==> src/include/bmd_settings.svh <==
// Width, register count, write queue depth and version macros of the access unit
`ifndef BMD_SETTINGS_SVH
`define BMD_SETTINGS_SVH

// --------------------
// Datapath widths
// --------------------

// Host data word in bits
`define BMD_DATA_W      32

// One enable per payload byte
`define BMD_BE_W        4

// Word address into the register aperture
`define BMD_ADDR_W      7

// --------------------
// Register block
// --------------------

// Mapped words, REG_DCSR up to REG_RDMA_COUNT
`define BMD_REG_COUNT   9

// Top byte of DCSR
`define BMD_VERSION     8'h02

// Write queue entries, equal to the host credits after reset
`define BMD_WR_CREDITS  2

`endif

==> src/rtl/bmd_access_pkg.sv <==
// Data, byte-enable and address types and write sequencer state enum of the host port
`include "bmd_settings.svh"

package bmd_access_pkg;

    // --------------------
    // Host port types
    // --------------------

    typedef logic [`BMD_DATA_W-1:0] data_word_t;    // One register word
    typedef logic [`BMD_BE_W-1:0]   byte_en_t;      // Bit k enables stored byte k
    typedef logic [`BMD_ADDR_W-1:0] reg_addr_t;     // Word address

    // Bits per byte lane
    localparam int BYTE_W = 8;

    // --------------------
    // Write sequencer
    // --------------------

    // One write takes FETCH, MERGE and the commit cycle spent in IDLE
    typedef enum logic [1:0] {
        WR_IDLE,    // Commit of the previous write, if any
        WR_FETCH,   // Current word of the head entry read
        WR_MERGE    // Enabled payload bytes merged in
    } wr_state_e;

endpackage

==> src/rtl/bmd_reg_pkg.sv <==
// Register map address enum and DCSR and DDMACR bit position type and constants
`include "bmd_settings.svh"

package bmd_reg_pkg;

    // --------------------
    // Register map
    // --------------------

    typedef enum logic [`BMD_ADDR_W-1:0] {
        REG_DCSR         = 0,   // Device control and status
        REG_DDMACR       = 1,   // DMA start and done bits
        REG_WDMA_ADDR    = 2,   // Write descriptor
        REG_WDMA_LEN     = 3,
        REG_WDMA_COUNT   = 4,
        REG_WDMA_PATTERN = 5,
        REG_RDMA_ADDR    = 6,   // Read descriptor
        REG_RDMA_LEN     = 7,
        REG_RDMA_COUNT   = 8
    } reg_addr_e;

    // --------------------
    // Bit positions
    // --------------------

    // Index of one bit inside a data word
    typedef logic [$clog2(`BMD_DATA_W)-1:0] bit_pos_t;

    // DCSR
    localparam bit_pos_t DCSR_INIT_RST = 0;     // Holds the DMA engines in reset
    localparam bit_pos_t DCSR_VER_LSB  = 24;    // Version byte, read only
    localparam bit_pos_t DCSR_VER_MSB  = 31;

    // DDMACR
    localparam bit_pos_t DDMACR_MWR_START = 0;  // Write engine start
    localparam bit_pos_t DDMACR_MWR_DONE  = 8;  // Sticky, read only
    localparam bit_pos_t DDMACR_MRD_START = 16; // Read engine start
    localparam bit_pos_t DDMACR_MRD_DONE  = 24; // Sticky, read only

endpackage

==> src/rtl/bmd_ctrl_regs.sv <==
// DMA descriptor, DCSR and DDMACR register block with one write port and two read ports
`timescale 1ns/100ps
`include "bmd_settings.svh"

module bmd_ctrl_regs (
    input  logic                      clk,
    input  logic                      rst_n,

    // Commit port from the host port
    input  logic                      commit_en_i,
    input  bmd_access_pkg::reg_addr_t commit_addr_i,
    input  bmd_access_pkg::data_word_t commit_data_i,

    // Read ports
    input  bmd_access_pkg::reg_addr_t fetch_addr_i,     // Read-modify-write fetch
    output bmd_access_pkg::data_word_t fetch_data_o,
    input  bmd_access_pkg::reg_addr_t rd_addr_i,        // Host read
    output bmd_access_pkg::data_word_t rd_raw_o,

    // DMA engine status
    input  logic                      mwr_done_i,
    input  logic                      mrd_done_i,

    // Control and descriptor outputs
    output logic                      init_rst_o,
    output logic                      mwr_start_o,
    output bmd_access_pkg::data_word_t mwr_addr_o,
    output bmd_access_pkg::data_word_t mwr_len_o,
    output bmd_access_pkg::data_word_t mwr_count_o,
    output bmd_access_pkg::data_word_t mwr_data_o,
    output logic                      mrd_start_o,
    output bmd_access_pkg::data_word_t mrd_addr_o,
    output bmd_access_pkg::data_word_t mrd_len_o,
    output bmd_access_pkg::data_word_t mrd_count_o
);

    import bmd_reg_pkg::*;
    import bmd_access_pkg::*;

    logic       init_rst_q;
    logic       init_rst_d;
    logic       mwr_start_q;
    logic       mwr_done_q;
    logic       mrd_start_q;
    logic       mrd_done_q;

    data_word_t wdma_addr_q;
    data_word_t wdma_len_q;
    data_word_t wdma_count_q;
    data_word_t wdma_pattern_q;
    data_word_t rdma_addr_q;
    data_word_t rdma_len_q;
    data_word_t rdma_count_q;

    logic       wr_hit;
    reg_addr_e  commit_reg;

    // --------------------
    // Write decode
    // --------------------

    assign wr_hit     = commit_en_i && (commit_addr_i < `BMD_REG_COUNT); // Unmapped dropped
    assign commit_reg = reg_addr_e'(commit_addr_i);

    // Init reset takes effect on the same edge as its DCSR write
    assign init_rst_d = (wr_hit && commit_reg == REG_DCSR) ?
                        commit_data_i[DCSR_INIT_RST] : init_rst_q;

    always_ff @(posedge clk) begin
        if (!rst_n) begin
            init_rst_q  <= 1'b0;
            mwr_start_q <= 1'b0;
            mwr_done_q  <= 1'b0;
            mrd_start_q <= 1'b0;
            mrd_done_q  <= 1'b0;
        end else begin
            init_rst_q <= init_rst_d;
            if (init_rst_d) begin                       // Engines held idle
                mwr_start_q <= 1'b0;
                mwr_done_q  <= 1'b0;
                mrd_start_q <= 1'b0;
                mrd_done_q  <= 1'b0;
            end else begin
                if (wr_hit && commit_reg == REG_DDMACR) begin
                    mwr_start_q <= commit_data_i[DDMACR_MWR_START];
                    mrd_start_q <= commit_data_i[DDMACR_MRD_START];
                end
                if (mwr_done_i) begin
                    mwr_done_q <= 1'b1;                 // Sticky until init reset
                end
                if (mrd_done_i) begin
                    mrd_done_q <= 1'b1;
                end
            end
        end
    end

    // Descriptor words
    always_ff @(posedge clk) begin
        if (!rst_n) begin
            wdma_addr_q    <= '0;
            wdma_len_q     <= '0;
            wdma_count_q   <= '0;
            wdma_pattern_q <= '0;
            rdma_addr_q    <= '0;
            rdma_len_q     <= '0;
            rdma_count_q   <= '0;
        end else if (wr_hit) begin
            case (commit_reg)
                REG_WDMA_ADDR:    wdma_addr_q    <= commit_data_i;
                REG_WDMA_LEN:     wdma_len_q     <= commit_data_i;
                REG_WDMA_COUNT:   wdma_count_q   <= commit_data_i;
                REG_WDMA_PATTERN: wdma_pattern_q <= commit_data_i;
                REG_RDMA_ADDR:    rdma_addr_q    <= commit_data_i;
                REG_RDMA_LEN:     rdma_len_q     <= commit_data_i;
                REG_RDMA_COUNT:   rdma_count_q   <= commit_data_i;
                default: ;                              // DCSR and DDMACR above
            endcase
        end
    end

    // --------------------
    // Read ports
    // --------------------

    function automatic data_word_t read_word(input reg_addr_t addr);
        data_word_t word;
        word = '0;
        case (reg_addr_e'(addr))
            REG_DCSR: begin
                word[DCSR_VER_MSB:DCSR_VER_LSB] = `BMD_VERSION;
                word[DCSR_INIT_RST]             = init_rst_q;
            end
            REG_DDMACR: begin
                word[DDMACR_MWR_START] = mwr_start_q;
                word[DDMACR_MWR_DONE]  = mwr_done_q;
                word[DDMACR_MRD_START] = mrd_start_q;
                word[DDMACR_MRD_DONE]  = mrd_done_q;
            end
            REG_WDMA_ADDR:    word = wdma_addr_q;
            REG_WDMA_LEN:     word = wdma_len_q;
            REG_WDMA_COUNT:   word = wdma_count_q;
            REG_WDMA_PATTERN: word = wdma_pattern_q;
            REG_RDMA_ADDR:    word = rdma_addr_q;
            REG_RDMA_LEN:     word = rdma_len_q;
            REG_RDMA_COUNT:   word = rdma_count_q;
            default:          word = '0;                // Unmapped reads zero
        endcase
        return word;
    endfunction

    always_comb begin
        fetch_data_o = read_word(fetch_addr_i);
        rd_raw_o     = read_word(rd_addr_i);
    end

    // Control outputs
    assign init_rst_o  = init_rst_q;
    assign mwr_start_o = mwr_start_q;
    assign mwr_addr_o  = wdma_addr_q;
    assign mwr_len_o   = wdma_len_q;
    assign mwr_count_o = wdma_count_q;
    assign mwr_data_o  = wdma_pattern_q;
    assign mrd_start_o = mrd_start_q;
    assign mrd_addr_o  = rdma_addr_q;
    assign mrd_len_o   = rdma_len_q;
    assign mrd_count_o = rdma_count_q;

endmodule

==> src/rtl/bmd_host_port.sv <==
// Host write queue with credit return, read-modify-write sequencer and read byte formatting
`timescale 1ns/100ps
`include "bmd_settings.svh"

module bmd_host_port (
    input  logic                       clk,
    input  logic                       rst_n,

    // Host write port, one credit per request
    input  logic                       wr_valid_i,
    input  bmd_access_pkg::reg_addr_t  wr_addr_i,
    input  bmd_access_pkg::byte_en_t   wr_be_i,
    input  bmd_access_pkg::data_word_t wr_data_i,
    output logic                       wr_credit_o,

    // Host read port
    input  bmd_access_pkg::byte_en_t   rd_be_i,
    input  bmd_access_pkg::data_word_t rd_raw_i,      // Stored word at the read address
    output bmd_access_pkg::data_word_t rd_data_o,

    // Register block
    output bmd_access_pkg::reg_addr_t  fetch_addr_o,
    input  bmd_access_pkg::data_word_t fetch_data_i,
    output logic                       commit_en_o,
    output bmd_access_pkg::reg_addr_t  commit_addr_o,
    output bmd_access_pkg::data_word_t commit_data_o
);

    import bmd_access_pkg::*;

    localparam int DEPTH = `BMD_WR_CREDITS;
    localparam int PTR_W = (DEPTH > 1) ? $clog2(DEPTH) : 1;
    localparam int CNT_W = $clog2(DEPTH + 1);

    // Queue storage, indexed by the pointers below
    reg_addr_t  q_addr [DEPTH];
    byte_en_t   q_be   [DEPTH];
    data_word_t q_data [DEPTH];

    logic [PTR_W-1:0] wr_ptr;
    logic [PTR_W-1:0] rd_ptr;
    logic [CNT_W-1:0] q_count;
    logic             q_push;
    logic             q_pop;

    wr_state_e  state_q;
    wr_state_e  state_d;
    data_word_t fetched_q;
    data_word_t merged;

    logic       commit_en_q;
    reg_addr_t  commit_addr_q;
    data_word_t commit_data_q;

    // --------------------
    // Write queue
    // --------------------

    assign q_push = wr_valid_i;                 // Credits keep the queue from overflowing
    assign q_pop  = (state_q == WR_MERGE);      // Head leaves once merged

    always_ff @(posedge clk) begin
        if (q_push) begin
            q_addr[wr_ptr] <= wr_addr_i;
            q_be[wr_ptr]   <= wr_be_i;
            q_data[wr_ptr] <= wr_data_i;
        end
    end

    always_ff @(posedge clk) begin
        if (!rst_n) begin
            wr_ptr  <= '0;
            rd_ptr  <= '0;
            q_count <= '0;
        end else begin
            if (q_push) begin
                wr_ptr <= (wr_ptr == PTR_W'(DEPTH - 1)) ? '0 : wr_ptr + 1'b1;
            end
            if (q_pop) begin
                rd_ptr <= (rd_ptr == PTR_W'(DEPTH - 1)) ? '0 : rd_ptr + 1'b1;
            end
            case ({q_push, q_pop})
                2'b10:   q_count <= q_count + 1'b1;
                2'b01:   q_count <= q_count - 1'b1;
                default: q_count <= q_count;
            endcase
        end
    end

    // --------------------
    // Sequencer
    // --------------------

    // A write arriving at an empty queue is fetched in the very next cycle
    always_comb begin
        state_d = state_q;
        case (state_q)
            WR_IDLE:  state_d = (q_count != '0 || wr_valid_i) ? WR_FETCH : WR_IDLE;
            WR_FETCH: state_d = WR_MERGE;
            WR_MERGE: state_d = WR_IDLE;        // Commit lands before the next fetch
            default:  state_d = WR_IDLE;
        endcase
    end

    always_ff @(posedge clk) begin
        if (!rst_n) begin
            state_q     <= WR_IDLE;
            commit_en_q <= 1'b0;
        end else begin
            state_q     <= state_d;
            commit_en_q <= (state_q == WR_MERGE);
        end
    end

    assign fetch_addr_o = q_addr[rd_ptr];

    always_ff @(posedge clk) begin
        if (state_q == WR_FETCH) begin
            fetched_q <= fetch_data_i;          // Old word of the head entry
        end
        if (state_q == WR_MERGE) begin
            commit_addr_q <= q_addr[rd_ptr];
            commit_data_q <= merged;
        end
    end

    // Payload lanes run from the top byte down, storage from the bottom up
    always_comb begin
        for (int k = 0; k < `BMD_BE_W; k++) begin
            merged[BYTE_W*k +: BYTE_W] = q_be[rd_ptr][k] ?
                q_data[rd_ptr][`BMD_DATA_W-BYTE_W-BYTE_W*k +: BYTE_W] :
                fetched_q[BYTE_W*k +: BYTE_W];
        end
    end

    assign commit_en_o   = commit_en_q;
    assign commit_addr_o = commit_addr_q;
    assign commit_data_o = commit_data_q;
    assign wr_credit_o   = commit_en_q;         // One credit per committed write

    // --------------------
    // Read formatting
    // --------------------

    always_comb begin
        for (int k = 0; k < `BMD_BE_W; k++) begin
            rd_data_o[`BMD_DATA_W-BYTE_W-BYTE_W*k +: BYTE_W] =
                rd_be_i[k] ? rd_raw_i[BYTE_W*k +: BYTE_W] : '0;  // Masked lanes read zero
        end
    end

endmodule

==> src/rtl/bmd_mem_access.sv <==
// Register access unit top level joining the host port and the DMA register block
`timescale 1ns/100ps

module bmd_mem_access (
    input  logic                       clk,
    input  logic                       rst_n,

    // Host write port
    input  logic                       wr_valid_i,
    input  bmd_access_pkg::reg_addr_t  wr_addr_i,
    input  bmd_access_pkg::byte_en_t   wr_be_i,
    input  bmd_access_pkg::data_word_t wr_data_i,
    output logic                       wr_credit_o,

    // Host read port
    input  bmd_access_pkg::reg_addr_t  rd_addr_i,
    input  bmd_access_pkg::byte_en_t   rd_be_i,
    output bmd_access_pkg::data_word_t rd_data_o,

    // DMA engine status
    input  logic                       mwr_done_i,
    input  logic                       mrd_done_i,

    // Control and descriptors
    output logic                       init_rst_o,
    output logic                       mwr_start_o,
    output bmd_access_pkg::data_word_t mwr_addr_o,
    output bmd_access_pkg::data_word_t mwr_len_o,
    output bmd_access_pkg::data_word_t mwr_count_o,
    output bmd_access_pkg::data_word_t mwr_data_o,
    output logic                       mrd_start_o,
    output bmd_access_pkg::data_word_t mrd_addr_o,
    output bmd_access_pkg::data_word_t mrd_len_o,
    output bmd_access_pkg::data_word_t mrd_count_o
);

    import bmd_access_pkg::*;

    reg_addr_t  fetch_addr;
    data_word_t fetch_data;
    logic       commit_en;
    reg_addr_t  commit_addr;
    data_word_t commit_data;
    data_word_t rd_raw;             // Unformatted word at rd_addr_i

    bmd_host_port u_host_port (
        .clk           (clk),
        .rst_n         (rst_n),
        .wr_valid_i    (wr_valid_i),
        .wr_addr_i     (wr_addr_i),
        .wr_be_i       (wr_be_i),
        .wr_data_i     (wr_data_i),
        .wr_credit_o   (wr_credit_o),
        .rd_be_i       (rd_be_i),
        .rd_raw_i      (rd_raw),
        .rd_data_o     (rd_data_o),
        .fetch_addr_o  (fetch_addr),
        .fetch_data_i  (fetch_data),
        .commit_en_o   (commit_en),
        .commit_addr_o (commit_addr),
        .commit_data_o (commit_data)
    );

    bmd_ctrl_regs u_ctrl_regs (
        .clk           (clk),
        .rst_n         (rst_n),
        .commit_en_i   (commit_en),
        .commit_addr_i (commit_addr),
        .commit_data_i (commit_data),
        .fetch_addr_i  (fetch_addr),
        .fetch_data_o  (fetch_data),
        .rd_addr_i     (rd_addr_i),     // Second read port serves the host
        .rd_raw_o      (rd_raw),
        .mwr_done_i    (mwr_done_i),
        .mrd_done_i    (mrd_done_i),
        .init_rst_o    (init_rst_o),
        .mwr_start_o   (mwr_start_o),
        .mwr_addr_o    (mwr_addr_o),
        .mwr_len_o     (mwr_len_o),
        .mwr_count_o   (mwr_count_o),
        .mwr_data_o    (mwr_data_o),
        .mrd_start_o   (mrd_start_o),
        .mrd_addr_o    (mrd_addr_o),
        .mrd_len_o     (mrd_len_o),
        .mrd_count_o   (mrd_count_o)
    );

endmodule

==> config.mk <==
export PLATFORM = sky130hd
export DESIGN_NAME = bmd_mem_access
export DESIGN_NICKNAME = d
export VERILOG_FILES = /design/src/rtl/bmd_access_pkg.sv /design/src/rtl/bmd_reg_pkg.sv /design/src/rtl/bmd_ctrl_regs.sv /design/src/rtl/bmd_host_port.sv /design/src/rtl/bmd_mem_access.sv
export VERILOG_INCLUDE_DIRS = /design/src /design/src/include
export SDC_FILE = /design/constraint.sdc
export NUM_CORES = 1
export LEC_CHECK = 0
export ABC_CLOCK_PERIOD_IN_PS = 6500
export BUFFER_PORTS_ARGS = -buffer_cell sky130_fd_sc_hd__buf_2
export CELL_PAD_IN_SITES_DETAIL_PLACEMENT = 1
export CELL_PAD_IN_SITES_GLOBAL_PLACEMENT = 2
export CORE_MARGIN = 4
export CORE_UTILIZATION = 39
export CTS_BUF_LIST = sky130_fd_sc_hd__clkbuf_2
export DETAILED_ROUTE_END_ITERATION = 16
export PLACE_DENSITY_LB_ADDON = 0.1
export SLEW_MARGIN = 40
export SYNTH_ARGS = -nofsm -noshare
export SYNTH_HDL_FRONTEND = slang
export SYNTH_SLANG_ARGS = --single-unit
==> constraint.sdc <==
create_clock -name clk -period 6.5 [get_ports clk]
set_clock_uncertainty 0.1 [all_clocks]
set_input_delay 0.65 -clock clk [delete_from_list [all_inputs] [get_ports clk]]
set_output_delay 0.65 -clock clk [all_outputs]
set_load 0.005 [all_outputs]
# After elaboration in Yosys (flattened, before gate mapping)
# Memories as Yosys holds them, arrays and structs flattened. A register that Yosys moved wholly into a read port is not among the register bits.
# Cells that the tools add are included.
# classes
addsub	4
n_lt_le_gt_ge	1
n_eq_ne	28
n_mux	38
n_bitwise	1
n_reduce_logical	18
# op_table
op	n
one-hot mux 7 bit (7 select lines)	6
one-hot mux 7 bit (8 select lines)	2
== test 7 x 3 -> 1 bit, second input constant	12
two-way mux 8 bit	8
one-hot mux 1 bit (8 select lines)	6
== test 7 x 2 -> 1 bit, second input constant	6
== test 7 x 1 -> 1 bit, second input constant	3
== test 7 x 4 -> 1 bit, second input constant	3
logical NOT 7 bit	3
one-hot mux 1 bit (9 select lines)	2
AND reduction 2 bit	7
two-way mux 1 bit	12
one-hot mux 2 bit (2 select lines)	2
less-than comparator 7 x 4 -> 1 bit, second input constant	1
== test 2 x 1 -> 1 bit, second input constant	2
== test 2 bit, second input constant	2
nonzero test 2 bit	2
logical AND 1 bit	3
adder 1 bit, second input constant	2
adder 2 x 1 -> 2 bit, second input constant	1
logical NOT 2 bit	1
OR reduction 2 bit	1
subtractor 2 x 1 -> 2 bit, second input constant	1
logical OR 1 bit	1
NOT 1 bit	1
# word_totals
reg_bits	307
ram_bits	86
in_bits	59
n_memories	3
# memory_table
name	words	word_bits	rd	rd_ports_with_merged_regs	wr	line	rtl
u_host_port.q_data	2	32	1	1	1	bmd_host_port.sv:38	data_word_t q_data [DEPTH];
u_host_port.q_addr	2	7	1	1	1	bmd_host_port.sv:36	reg_addr_t q_addr [DEPTH];
u_host_port.q_be	2	4	1	1	1	bmd_host_port.sv:37	byte_en_t q_be [DEPTH];

# Depth between registers and ports, before layout
# logic_depth
word_depth	5
ltp_mapped	8
mapped_depth_nobuf	5

# Cells and area by module
# From an unflattened synthesis, not the netlist that was laid out.
# hier_totals
cells_unflattened	1713
hier_area_um2	18088.6
# modules_own_cells
module	n_inst	cells_per_inst	area_each_um2
bmd_ctrl_regs	1	1341	11768.8
bmd_host_port	1	372	6319.8

# Worst setup path after synthesis
# OpenSTA, ideal clock, no wires.
# synth_timing
path_type	register to register
from	reg u_host_port.state_q[1]
to	reg u_host_port.q_count[1]
setup_ps	76
arrival_time_ps	3267
required_ps	6324
path_slack_ps	3057
path_stages_with_launch	5
n_path_buf	0
cell_sequence	dfxtp_1 -> nor2b_1 -> ha_1 -> or3_1 -> a21boi_0
# synth_via
elab_chain_cells	3
elab_cells_between_ends	5
# synth_rtl
element	line	rtl
start, declared	bmd_host_port.sv:46	wr_state_e state_q;
start signal, assigned	bmd_host_port.sv:110	state_q <= state_d;
== test 2 bit (*)	bmd_host_port.sv:60	assign q_pop = (state_q == WR_MERGE);
net u_host_port.q_pop	bmd_host_port.sv:44	logic q_pop;
== test 2 x 1 -> 1 bit or == test 2 bit (tied branches)	bmd_host_port.sv:82	case ({q_push, q_pop})
one-hot mux 2 bit (2 select lines) or nonzero test 2 bit (tied branches)	-	
end signal, assigned	bmd_host_port.sv:83	2'b10: q_count <= q_count + 1'b1;
end signal, assigned	bmd_host_port.sv:84	2'b01: q_count <= q_count - 1'b1;
end signal, assigned	bmd_host_port.sv:85	default: q_count <= q_count;
end, declared	bmd_host_port.sv:42	logic [CNT_W-1:0] q_count;
# The timed path passes the listed nets; every way through them passes the cells marked *.
# A chain may end at the register's enable or synchronous reset.

# Worst setup path after layout
# layout_timing
from	in rd_addr_i[0]
to	out rd_data_o[16]
# layout_via
elab_chain_cells	3
elab_cells_between_ends	10
# layout_rtl
element	line	rtl
start, declared	bmd_mem_access.sv:16	input bmd_access_pkg::reg_addr_t rd_addr_i,
== test 7 x 4 -> 1 bit, or another cell as far along	bmd_ctrl_regs.sv:129	case (reg_addr_e'(addr))
one-hot mux 1 bit (8 select lines) (*)	bmd_ctrl_regs.sv:129	
two-way mux 8 bit (*)	bmd_host_port.sv:148	rd_be_i[k] ? rd_raw_i[BYTE_W*k +: BYTE_W] : '0;
end, declared	bmd_mem_access.sv:18	output bmd_access_pkg::data_word_t rd_data_o,
# Mark *: on every way between the ends. The rest lies on a longest branch, timed or not.

==> PnR_summary.wiki <==
{| class="wikitable"
! Metric !! Value
|-
| Worst relative slew slack || 43.0%
|-
| Fraction of layout instances using a drive strength above 1 || 26.8%
|-
| Post CTS Setup Buffer Count || 0
|-
| Maximum clock rate || 0.245 GHz
|-
| Portion of the clock cycle consumed by the worst path in the final layout || 62.7%
|-
| Clock transition at the registers of the reported paths || 0.10 ns
|-
| Global placement routability congestion || 0.814
|-
| Clock tree root buffer cell || clkbuf_2
|-
| Total wire length || 80800 um
|-
| Setup Slack @ Placement || 2.51 ns
|-
| Share of the core filled with cells || 47.3%
|-
| Number of nets with antenna violations after detailed routing || 0
|-
| Total number of placement rows || 78
|-
| End point of the worst hold path || u_host_port.q_be[1][1]
|-
| Startpoint of the tightest hold check path || wr_be_i[1]
|-
| Register-to-Register Path Depth || 6
|-
| CP Data Required Time || 5.75 ns
|-
| Signed area change from the synthesized netlist to the final layout || 20.2%
|-
| Async set-or-reset flop fraction in the synthesized netlist || 0%
|-
| Critical path arrival || 3.32 ns
|-
| Internal reg-to-reg setup slack || 2.95 ns
|-
| Combined area of all synthesized cells || 17900 um^2
|-
| Area enclosed by the die boundary || 49300 um^2
|-
| Pins over their slew limit || 0
|-
| Overall Global Routing Usage || 31.7%
|-
| Clock sink total || 394
|-
| Initial Utilization || 39.4%
|-
| Clock latency of the later-clocked register in the worst-skew pair || 1.12 ns
|-
| Area fraction of the dominant cell type after synthesis || 26.5%
|-
| Maximum level of the CTS H-tree || 3
|-
| Distinct cell type count after synthesis || 57
|-
| Number of max-cap violations || 0
|-
| HPWL after DPL || 49900 um
|-
| Synthesized instance count || 1806
|-
| X dimension of the die || 222 um
|-
| Cell type with the highest occurrence count on the critical path || buf_4
|-
| Worst-case setup margin in the final layout || 2.43 ns
|-
| Number of flops mapped to enable cells by yosys || 157
|-
| Buffers and inverters on the worst path || 4
|-
| Drt pass-1 iters || 5
|-
| IR Drop Worst-Case VDD || 0.135 mV
|-
| Ports || 319
|-
| Remaining global-route overflow || 0
|-
| Mean instance size in the synthesized netlist || 9.90 um^2
|-
| Cts bufs inserted || 108
|-
| Final hold violation count || 0
|-
| Beginning of the worst register-to-register path || u_host_port.commit_addr_o[6]
|-
| Largest stage delay on the critical path || 0.55 ns
|-
| First-pass GRT wire length || 117000 um
|-
| Leakage power of the design || 8.17 nW
|-
| Initial antenna violation count || 11
|-
| Average vias per placed instance || 5.91
|-
| CTS tree || yes
|-
| Slew at the pin closest to its max-slew limit || 0.856 ns
|-
| IO buf count || 318
|-
| Syn. warnings || 0
|-
| CTS resizes || 0
|-
| Slowest cell on the critical path || buf_4
|-
| Detailed router's first-iteration violation count || 1701
|-
| Via count of the first global-routing pass || 17200
|-
| Maximum number of buffers from clock root to sink || 3
|-
| Die extent in y || 222 um
|-
| Maximum fanout count along the critical path || 32
|-
| Status || completed
|-
| NumNets Final || 2233
|-
| Share of the yosys chip area belonging to registers || 52.9%
|-
| Top post-synthesis cells by area || dfxtp_1 (27%), edfxtp_1 (26%), nand2_1 (11%)
|-
| Detailed-route wire length per cell || 28.2 um
|-
| Detailed-route via count || 17000
|-
| Worst Hold Path Cells || 2
|-
| Post-synthesis net count || 1866
|-
| Dominant delay contributor by cell family on the critical path || buffers and inverters
|-
| Largest net degree at the start of global routing || 94
|-
| CTS Hold Bufs || 47
|-
| Series of cell instances along the critical path || buf_4, buf_4, nand2_1, nor3_1, buf_4, a22oi_1, a21oi_1, buf_2
|-
| # setup viols final || 0
|-
| Startpoint types || primary input
|-
| Synthesized flop and latch total || 394
|-
| Most frequently used flop master after synthesis || dfxtp_1
|-
| Library cell occupying the most area in the post-synthesis netlist || dfxtp_1
|-
| CORE AREA || 45400 um^2
|-
| TNS Setup || 0 ns
|-
| Unrepaired setup endpoints after global routing || false
|-
| Post-layout min period || 4.07 ns
|-
| Reg2reg end || u_ctrl_regs.mrd_len_o[3]
|-
| Crit end category || output port
|-
| Worst min-delay path category || primary input to flop
|-
| Pwr/cell area || 227 nW/um^2
|-
| DRC errors left || 0
|-
| Kind of critical path || primary input to output port
|}
-- stage by stage --
step	instance area, um^2	power [mW]	instances	hold WS (ns)
final	21500	4.89	2869	0.178
after global routing	21500	5.10	2867	0.0549
after CTS	21400	4.93	2863	0.00287
after detailed placement	20000	3.07	2615	0.389
after global placement	19900	3.05	2613	0.377
after floorplan	17900	2.93	1806	0.330
-- cells by family after synthesis --
kind of cell             after synthesis  share of synthesized area [%]
adder cells (fa/ha/maj)                1                         0.0700
XOR/XNOR                               4                          0.196
AO/OA/AOI/OAI                        516                           21.3
buffers and inverters                147                           3.51
AND/OR/NAND/NOR                      662                           15.8
flip-flops                           394                           52.9
multiplexers                          82                           6.21
-- flip-flops by register name (all words and copies together) (netlist names), 7 cells and up, named ones only --
name,cells
u_host_port.commit_addr_o,7
u_ctrl_regs.mwr_data_o,32
u_ctrl_regs.mwr_len_o,32
u_ctrl_regs.mwr_addr_o,32
u_host_port.q_data,64
u_ctrl_regs.mrd_len_o,32
u_host_port.q_be,8
u_ctrl_regs.mrd_count_o,32
u_ctrl_regs.mrd_addr_o,32
u_host_port.commit_data_o,32
u_host_port.fetched_q,32
u_ctrl_regs.mwr_count_o,32
u_host_port.q_addr,14
-- power breakdown --
group | internal (mW) | switching [mW] | total [mW]
Sequential | 2.65 | 0.0687 | 2.72
Combinational | 0.124 | 0.199 | 0.323
Clock | 0.736 | 1.11 | 1.84
-- worst register-to-register path, delay by kind of cell, from the launching register on --
family          cells  cell delay, ns
buf+inv             1            0.50
flops               1            0.36
compound gates      1            0.08
simple gates        4            2.38
-- per-layer routing --
metal / global-route usage [%] / routed length [um] / up-vias
li1: - / - / 7348
met1: 41.4 / 33200 / 8572
met2: 50.9 / 37700 / 843
met3: 8.29 / 7040 / 187
met4: 11.7 / 2960 / 4
met5: 0 / 25 / -
-- synthesized netlist by cell type (21+ instances only) --
library cell / count
a211oi_1: 32
a21boi_0: 201
a21boi_1: 24
a21oi_1: 59
a22o_1: 23
a22oi_1: 105
buf_2: 33
clkbuf_1: 87
dfxtp_1: 237
edfxtp_1: 157
mux2_2: 21
mux2i_1: 40
mux4_2: 21
nand2_1: 505
nand3_1: 37
nor2b_1: 46
-- worst max-delay path by stage --
stage	from	to	slack [ns]	cells after the start
3_5_place_dp	rd_addr_i[0]	rd_data_o[16]	2.51	8
6_report	rd_addr_i[0]	rd_data_o[16]	2.43	8
3_3_place_gp	rd_addr_i[0]	rd_data_o[27]	2.46	7
5_1_grt	rd_addr_i[0]	rd_data_o[16]	2.31	8
2_1_floorplan	u_host_port.state_q[1]	u_host_port.q_count[1]	3.06	4
4_1_cts	rd_addr_i[0]	rd_data_o[16]	2.49	8
-- cell usage in the layout (no fill, tap or decap), drive strengths merged, types with 23 or more instances in the layout --
cell type and instances:
a22o 23, clkinv 26, dlygate4sd3 48, dfxtp 237, nand2 505, a21boi 225, nor2b 46, mux2i 40
buf 351, edfxtp 157, a21oi 59, a22oi 105, a211oi 32, clkbuf 172, nand3 37
-- final cells by class --
cell class / count / area, um^2
repair buffers: 399 / 2320
diodes: 5 / 12.5
fillers: 5286 / 23900
multi-input cells: 1265 / 7910
clock inverters: 29 / 141
well taps: 600 / 751
flip-flops and latches: 394 / 9460
clock buffers: 172 / 861
inverters: 5 / 18.8
Power figures use the tool's default switching activity.
